$ cat src/verilog/iram_pkg.sv
package iram_pkg;

  // Byte and address widths of the internal data memory
  localparam int data_w = 8;
  localparam int addr_w = 8;

  // PSW style bank select over four banks of eight registers
  localparam int bank_w = 2;

  localparam int iram_depth = 256;  // Lower and upper 128 bytes together

  // Position of the two pointer registers inside a bank
  localparam int ri_offset_r0 = 0;
  localparam int ri_offset_r1 = 1;

  // Bank n starts at byte 8n
  localparam int bank_shift = 3;

endpackage
$ cat src/verilog/iram_port_if.sv
`timescale 1ns/1ps

interface iram_port_if import iram_pkg::*; ();

  logic              rd_en;    // One cycle read strobe
  logic [addr_w-1:0] rd_addr;
  logic [data_w-1:0] rd_data;  // Valid the cycle after the strobe
  logic              wr_en;
  logic [addr_w-1:0] wr_addr;
  logic [data_w-1:0] wr_data;

  modport requester (
    output rd_en,
    output rd_addr,
    input  rd_data,
    output wr_en,
    output wr_addr,
    output wr_data
  );

  modport responder (
    input  rd_en,
    input  rd_addr,
    output rd_data,
    input  wr_en,
    input  wr_addr,
    input  wr_data
  );

endinterface

$ cat src/verilog/iram_sys_top.sv
`timescale 1ns/1ps

module iram_sys_top import iram_pkg::*; (
  input  logic              clk,
  input  logic              rst,
  input  logic              req,
  input  logic              we,
  input  logic              ind,
  input  logic              ri_sel,
  input  logic [addr_w-1:0] addr,
  input  logic [data_w-1:0] wdata,
  input  logic [bank_w-1:0] bank,
  output logic [data_w-1:0] rdata,
  output logic              rdata_valid,
  output logic              busy,
  output logic [data_w-1:0] r0,
  output logic [data_w-1:0] r1,
  output logic              r0_valid,
  output logic              r1_valid
);

  // Access unit to cache, and cache to RAM
  iram_port_if cpu_port ();
  iram_port_if mem_port ();

  indirect_addr_unit u_indirect_addr_unit (
    .clk         (clk),
    .rst         (rst),
    .req         (req),
    .we          (we),
    .ind         (ind),
    .ri_sel      (ri_sel),
    .addr        (addr),
    .wdata       (wdata),
    .r0          (r0),
    .r1          (r1),
    .r0_valid    (r0_valid),
    .r1_valid    (r1_valid),
    .rdata       (rdata),
    .rdata_valid (rdata_valid),
    .busy        (busy),
    .cpu_port    (cpu_port.requester)
  );

  reg_bank_cache u_reg_bank_cache (
    .clk      (clk),
    .rst      (rst),
    .bank     (bank),
    .cpu_port (cpu_port.responder),
    .mem_port (mem_port.requester),
    .r0       (r0),
    .r1       (r1),
    .r0_valid (r0_valid),
    .r1_valid (r1_valid)
  );

  iram u_iram (
    .clk  (clk),
    .port (mem_port.responder)
  );

endmodule

$ cat src/verilog/indirect_addr_unit.sv
`timescale 1ns/1ps

module indirect_addr_unit import iram_pkg::*; (
  input  logic              clk,
  input  logic              rst,
  input  logic              req,
  input  logic              we,
  input  logic              ind,     // Indirect access through R0 or R1
  input  logic              ri_sel,  // Low picks R0, high picks R1
  input  logic [addr_w-1:0] addr,
  input  logic [data_w-1:0] wdata,
  input  logic [data_w-1:0] r0,
  input  logic [data_w-1:0] r1,
  input  logic              r0_valid,
  input  logic              r1_valid,
  output logic [data_w-1:0] rdata,
  output logic              rdata_valid,
  output logic              busy,
  iram_port_if.requester    cpu_port
);

  logic [data_w-1:0] ri_ptr;
  logic              ri_ok;
  logic [addr_w-1:0] eff_addr;
  logic              accept;
  logic              rd_accept;

  assign ri_ptr = ri_sel ? r1 : r0;
  assign ri_ok  = ri_sel ? r1_valid : r0_valid;

  // Pointer bytes are used as RAM addresses as they are
  assign eff_addr = ind ? addr_w'(ri_ptr) : addr;

  // Stall only while the selected pointer is still being fetched
  assign busy   = req && ind && !ri_ok;
  assign accept = req && !busy;

  assign rd_accept = accept && !we;

  assign cpu_port.rd_en   = rd_accept;
  assign cpu_port.rd_addr = eff_addr;
  assign cpu_port.wr_en   = accept && we;
  assign cpu_port.wr_addr = eff_addr;
  assign cpu_port.wr_data = wdata;

  assign rdata = cpu_port.rd_data;

  // RAM data lands on the same edge as this flag
  always_ff @(posedge clk) begin
    if (rst) begin
      rdata_valid <= 1'b0;
    end else begin
      rdata_valid <= rd_accept;
    end
  end

endmodule

$ cat src/verilog/reg_bank_cache.sv
`timescale 1ns/1ps

module reg_bank_cache import iram_pkg::*; (
  input  logic              clk,
  input  logic              rst,
  input  logic [bank_w-1:0] bank,
  iram_port_if.responder    cpu_port,
  iram_port_if.requester    mem_port,
  output logic [data_w-1:0] r0,
  output logic [data_w-1:0] r1,
  output logic              r0_valid,
  output logic              r1_valid
);

  typedef enum logic [1:0] {
    st_init,
    st_fetch_r0,
    st_fetch_r1,
    st_valid
  } state_t;

  state_t state;
  state_t state_nx;

  logic [bank_w-1:0] bank_q;
  logic              bank_change;

  logic [addr_w-1:0] bank_base;
  logic [addr_w-1:0] ri_addr [2];
  logic [data_w-1:0] ri_q [2];
  logic [1:0]        ri_valid;
  logic [1:0]        snoop_hit;
  logic [1:0]        capture;

  logic in_fetch;
  logic fetch_sel;  // Low for R0, high for R1
  logic fetch_rd;
  logic pending;    // Fetch data arrives on mem_port this cycle

  assign bank_base  = addr_w'(bank) << bank_shift;
  assign ri_addr[0] = bank_base + addr_w'(ri_offset_r0);
  assign ri_addr[1] = bank_base + addr_w'(ri_offset_r1);

  assign bank_change = (bank != bank_q);

  always_ff @(posedge clk) begin
    if (rst) begin
      bank_q <= '0;
    end else begin
      bank_q <= bank;
    end
  end

  assign in_fetch  = (state == st_fetch_r0) || (state == st_fetch_r1);
  assign fetch_sel = (state == st_fetch_r1);

  // The CPU owns the read port whenever it reads
  assign fetch_rd = in_fetch && !pending && !ri_valid[fetch_sel] &&
                    !cpu_port.rd_en && !bank_change;

  always_ff @(posedge clk) begin
    if (rst) begin
      pending <= 1'b0;
    end else begin
      pending <= fetch_rd;
    end
  end

  always_comb begin
    state_nx = state;
    if (bank_change) begin
      state_nx = st_fetch_r0;  // Old pointers are stale so fetching starts over
    end else begin
      case (state)
        st_init: state_nx = st_fetch_r0;
        st_fetch_r0: begin
          if (pending || ri_valid[0]) state_nx = st_fetch_r1;
        end
        st_fetch_r1: begin
          if (pending || ri_valid[1]) state_nx = st_valid;
        end
        st_valid: state_nx = st_valid;  // Both pointers hold until the next bank change
        default: state_nx = st_init;
      endcase
    end
  end

  always_ff @(posedge clk) begin
    if (rst) begin
      state <= st_init;
    end else begin
      state <= state_nx;
    end
  end

  // Writes to the pointer addresses of the selected bank
  assign snoop_hit[0] = cpu_port.wr_en && (cpu_port.wr_addr == ri_addr[0]);
  assign snoop_hit[1] = cpu_port.wr_en && (cpu_port.wr_addr == ri_addr[1]);

  // Fetched byte is taken on the edge that leaves the fetch state
  assign capture[0] = pending && (state == st_fetch_r0) && !ri_valid[0];
  assign capture[1] = pending && (state == st_fetch_r1) && !ri_valid[1];

  always_ff @(posedge clk) begin
    for (int i = 0; i < 2; i++) begin
      if (rst) begin
        ri_q[i]     <= '0;
        ri_valid[i] <= 1'b0;
      end else if (snoop_hit[i]) begin
        // The write is newer than anything a fetch could return
        ri_q[i]     <= cpu_port.wr_data;
        ri_valid[i] <= 1'b1;
      end else if (bank_change) begin
        ri_valid[i] <= 1'b0;
      end else if (capture[i]) begin
        ri_q[i]     <= mem_port.rd_data;
        ri_valid[i] <= 1'b1;
      end
    end
  end

  assign mem_port.rd_en   = cpu_port.rd_en || fetch_rd;
  assign mem_port.rd_addr = cpu_port.rd_en ? cpu_port.rd_addr : ri_addr[fetch_sel];
  assign cpu_port.rd_data = mem_port.rd_data;

  // Writes go straight through to the RAM
  assign mem_port.wr_en   = cpu_port.wr_en;
  assign mem_port.wr_addr = cpu_port.wr_addr;
  assign mem_port.wr_data = cpu_port.wr_data;

  assign r0       = ri_q[0];
  assign r1       = ri_q[1];
  assign r0_valid = ri_valid[0];
  assign r1_valid = ri_valid[1];

endmodule

$ cat src/verilog/iram.sv
`timescale 1ns/1ps

module iram import iram_pkg::*; (
  input logic clk,
  iram_port_if.responder port
);

  logic [data_w-1:0] mem [iram_depth];

  // Write port
  always_ff @(posedge clk) begin
    if (port.wr_en) begin
      mem[port.wr_addr] <= port.wr_data;
    end
  end

  // A read of the byte being written in the same cycle returns the old contents
  always_ff @(posedge clk) begin
    if (port.rd_en) begin
      port.rd_data <= mem[port.rd_addr];
    end
  end

endmodule

$ cat config.mk
export PLATFORM = sky130hd
export DESIGN_NAME = iram_sys_top
export DESIGN_NICKNAME = d
export VERILOG_FILES = /design/src/verilog/iram_pkg.sv /design/src/verilog/iram_port_if.sv /design/src/verilog/iram_sys_top.sv /design/src/verilog/indirect_addr_unit.sv /design/src/verilog/reg_bank_cache.sv /design/src/verilog/iram.sv
export SDC_FILE = /design/constraint.sdc
export NUM_CORES = 2
export LEC_CHECK = 0
export BUFFER_PORTS_ARGS = -buffer_cell sky130_fd_sc_hd__buf_2
export CAP_MARGIN = 20
export CORE_AREA = 5 5 436 438
export CTS_BUF_LIST = sky130_fd_sc_hd__clkbuf_8
export DETAILED_ROUTE_END_ITERATION = 10
export DIE_AREA = 0 0 441 443
export REMOVE_ABC_BUFFERS = 1
export SETUP_SLACK_MARGIN = 0.5
export SYNTH_ARGS = -nofsm -noshare
export SYNTH_HDL_FRONTEND = slang
export SYNTH_SLANG_ARGS = --single-unit
$ cat constraint.sdc
create_clock -name clk -period 8.86 [get_ports clk]
set_clock_uncertainty 0.05 [all_clocks]
set_input_delay 0.443 -clock clk [delete_from_list [all_inputs] [get_ports clk]]
set_output_delay 0.443 -clock clk [all_outputs]
set_load 0.02 [all_outputs]
==> summary.md <==
| Metric | Value |
|---|---|
| Outcome | completed |
| Die ar. | 0.195 sq mm |
| Post-synthesis sequential area ratio | 75.3% |
| # rows | 159 |
| GP Congestion | 0.864 |
| Initial Util | between 40% and 50% |
| Top-count cell post-synth | edfxtp_1 |
| NetSw | 4.63 mW |
| Max-Cap Viols | 0 |
| Final Setup Violations | 0 |
| Ys flop type | edfxtp_1 |
| WP data arrival | ~5.9 ns |
| Worst flop-to-flop path startpoint | u_reg_bank_cache.state[0] |
| Largest net degree at the start of global routing | 157 |
| Max stage delay on crit path | between 0.6 and 0.7 ns |
| P&R area growth vs syn | 10.5% |
| Hold Crit Endpoint | u_reg_bank_cache.pending |
| Period minus WS final | 5.13 ns |
| Share of layout cells above drive strength 1 | between 10% and 20% |
| Yosys warns | 0 |
| Clock Latency Late Sink | ~1.1 ns |
| WP buf/inv | 3 |
| Mapped cell area | roughly 0.083 sq mm |
| Max FO, Critical Path | 57 |
| Critical Path RT | 9.60 ns |
| Die H | 443 microns |
| Relative slew slack | around 17% |
| Worst-path clk slew | ~0.06 ns |
| Worst Hold Class | primary input to flip-flop |
| Post-Synthesis Cells | 5,837 |
| Post-route setup TNS | 0 ns |
| Fin crit share | 57.9% |
| H-tree levels | 5 |
| Tot Pwr | 19.5 mW |
| Startpoint types | flip-flop |
| Number of library cell types mapped by synthesis | 66 |
| Pwr Density | 213 mW/mm^2 |
| Unrepaired setup endpoints after global routing | no |
| Part of the power in registers | 55.7% |
| DRC viols | 0 |
| Post-Layout Cell Count | 8,678 |
| Post-DR wirelength/cell | 27.9 microns |
| Critical path's top delay family | simple AND/OR/NAND/NOR gates |
| Yosys top cell area share | 75.1% |
| Die W | 441 microns |
| Storage element area | 0.0624 sq mm |
| Area of the multi-input gates | 0.0189 sq mm |
| Fillers | 16,091 |
| P_leak | 30.2 nW |
| First-pass GRT wire length | 349 mm |
| Synth Area per Inst | 14.2 sq um |
| Routed vias/inst | 6.00 |
| Hold Vio Cnt, Final | 0 |
| Crit-path cells | inv_1, ha_1, and2_1, a22oi_2, a21boi_4, buf_4, nand2_2, buf_4, o221ai_1, nand3_1, nand4_1, nand4_1, or4_1 |
| Setup Crit Path Kind | flip-flop to flip-flop |
| Worst Tran Pin Value | between 1 and 1.5 ns |
| PortBufs | 51 |
| Placed insts | 8,078 |
| Power share of the combinational group | 6.0% |
| R2R setup slack | 3.73 ns |
| IO Pins | 52 |
| Initial antenna violation count | 11 |
| Final Max Tran Viols | 0 |
| Core Footprint | 0.186 sq mm |
| CTS tree | built |
| Total Nets Final | 5,978 |
| ANT nets after route | 0 |
| Total gr overflow | 0 |
| Initial drt markers | around 6,400 |
| Cell-internal power | 14.9 mW |
| Fmax | 0.195 GHz |
| EDFF count, synth | just over 2,000 |
| Vias in the first global route | 49,867 |
| Min-delay src | req |
| VDD IR-drop max | 0.181 mV |
| Total routed wirelength | 242 mm |
| Largest area contributor in the netlist | edfxtp_1 |
| Longest Clk Path Bufs | 4 |
| Via count | 52,095 |
| Synth top area cells | edfxtp_1 (75%), nand2_1 (5.8%), nand3_1 (2.1%) |
| Gr usage total | 24.2% |
| #FFs+latches synth | 2,080 |
| Fraction of registers with async set/reset | 0% |
| Pre-Repair DR Iteration Count | 6 |
| Post-DP HPWL | 138 mm |
| Cts bufs inserted | 352 |
| Reg-to-Reg End | u_iram.port.rd_data[4] |
| CTS root buf | clkbuf_8 |
| Num Clock Sinks | 2,080 |
| Top post-synthesis cells by count | edfxtp_1 (2,072), nand2_1 (1,283), nand3_1 (348) |
| Net Sw Frac | 23.7% |
| CP max-delay cell | or4_1 |
| Worst Hold Path Cells | 5 |
| Worst R2R Path Depth | 13 |
| Worst Setup End Kind | flip-flop |
| Clock power frac | 38.3% |
==> tightest hold or removal path: stages <==
cell      delay [ns]
buf_2           0.12
nand2b_1        0.14
a21oi_2         0.04
buf_4           0.23
nor3_1          0.18
==> metal layers <==
metal,vias up,wire length (microns),global-route usage [%]
li1,22551,-,-
met1,26399,97500,33.6
met2,2652,112000,37.1
met3,491,21800,5.05
met4,2,10400,10.2
met5,-,12,0
==> through the flow <==
stage / util, % / worst slack, ns / hold WS (ns) / instance area [sq um]
after floorplan: - / -38.97 / 0.431 / 81100
after global placement: 46.0 / 3.06 / 0.458 / 85600
after detailed placement: 46.0 / 3.05 / 0.484 / 85600
after CTS: 49.2 / 3.69 / 0.0461 / 91500
after global routing: 49.2 / 3.52 / 0.164 / 91600
final: 49.2 / 3.73 / 0.152 / 91600
==> final cells by class <==
cell class | instances | share of cell area [%]
Inverter | 6 | 0.0246
Timing Repair Buffer | 162 | 1.46
Tap cell | 2495 | 3.41
Multi-Input combinational cell | 3348 | 20.6
Sequential cell | 2080 | 68.1
Antenna cell | 7 | 0.0191
Clock inverter | 222 | 0.999
Clock buffer | 358 | 5.38
==> how the worst max path moves through the flow <==
stage / startpoint / end / slack (ns) / cells past startpoint
4_1_cts: u_reg_bank_cache.state[0] / u_iram.port.rd_data[4] / 3.69 / 13
2_1_floorplan: u_reg_bank_cache.ri_q[1][0] / u_iram.port.rd_data[0] / -38.97 / 9
3_5_place_dp: ind / u_iram.port.rd_data[4] / 3.05 / 12
5_1_grt: u_reg_bank_cache.state[0] / u_iram.port.rd_data[6] / 3.52 / 13
3_3_place_gp: ind / u_iram.port.rd_data[4] / 3.06 / 12
6_report: u_reg_bank_cache.state[0] / u_iram.port.rd_data[4] / 3.73 / 13
==> cell usage in the layout, fill, tap and decap left out, drive strengths merged, types with 26 or more instances in the layout <==
master / n
inv: 118
mux4: 27
clkbuf: 359
nand2: 1283
nand4: 26
a311oi: 51
nor3: 40
clkinv: 105
a211oi: 56
and3: 55
a21oi: 139
nor2: 314
nand3: 348
o21ai: 85
edfxtp: 2072
mux2: 83
o211ai: 31
buf: 150
mux2i: 148
o221ai: 109
a221oi: 42
a31oi: 255
==> power by group through the flow <==
stage / Clock [mW] / Sequential, mW / Combinational [mW]
floorplan: 0 / 11.1 / 0.876
global placement: 0 / 11.1 / 1.15
detailed placement: 0 / 11.1 / 1.16
CTS: 7.57 / 10.9 / 1.17
global route: 8.02 / 10.9 / 1.24
finish: 7.46 / 10.9 / 1.17
==> what timing repair did <==
action | in CTS | in global routing
hold buffers | 11 | 0
endpoints found under the setup margin | 0 | 0
endpoints found under the hold margin | 711 | 0
buffers inserted | 0 | 0
resized for setup | 0 | 0
==> logic make-up (layout without fill, tap and decap cells) <==
group,Yosys count,count (layout),share of synthesized area [%]
buffers and inverters,409,748,2.18
other,0,7,0
AO/OA/AOI/OAI,940,940,7.99
multiplexers,258,258,3.65
XOR/XNOR,3,3,0.0317
AND/OR/NAND/NOR,2143,2143,10.8
adder cells (fa/ha/maj),4,4,0.0604
flip-flops,2080,2080,75.3
==> flip-flops by register name, summed over array words and instances (netlist names) <==
register,count
u_reg_bank_cache.pending,1
u_indirect_addr_unit.rdata_valid,1
u_reg_bank_cache.ri_q,16
u_reg_bank_cache.bank_q,2
u_reg_bank_cache.state,2
u_iram.port.rd_data,8
u_iram.mem,2048
u_reg_bank_cache.ri_valid,2
(Power assumes the default switching activity.)
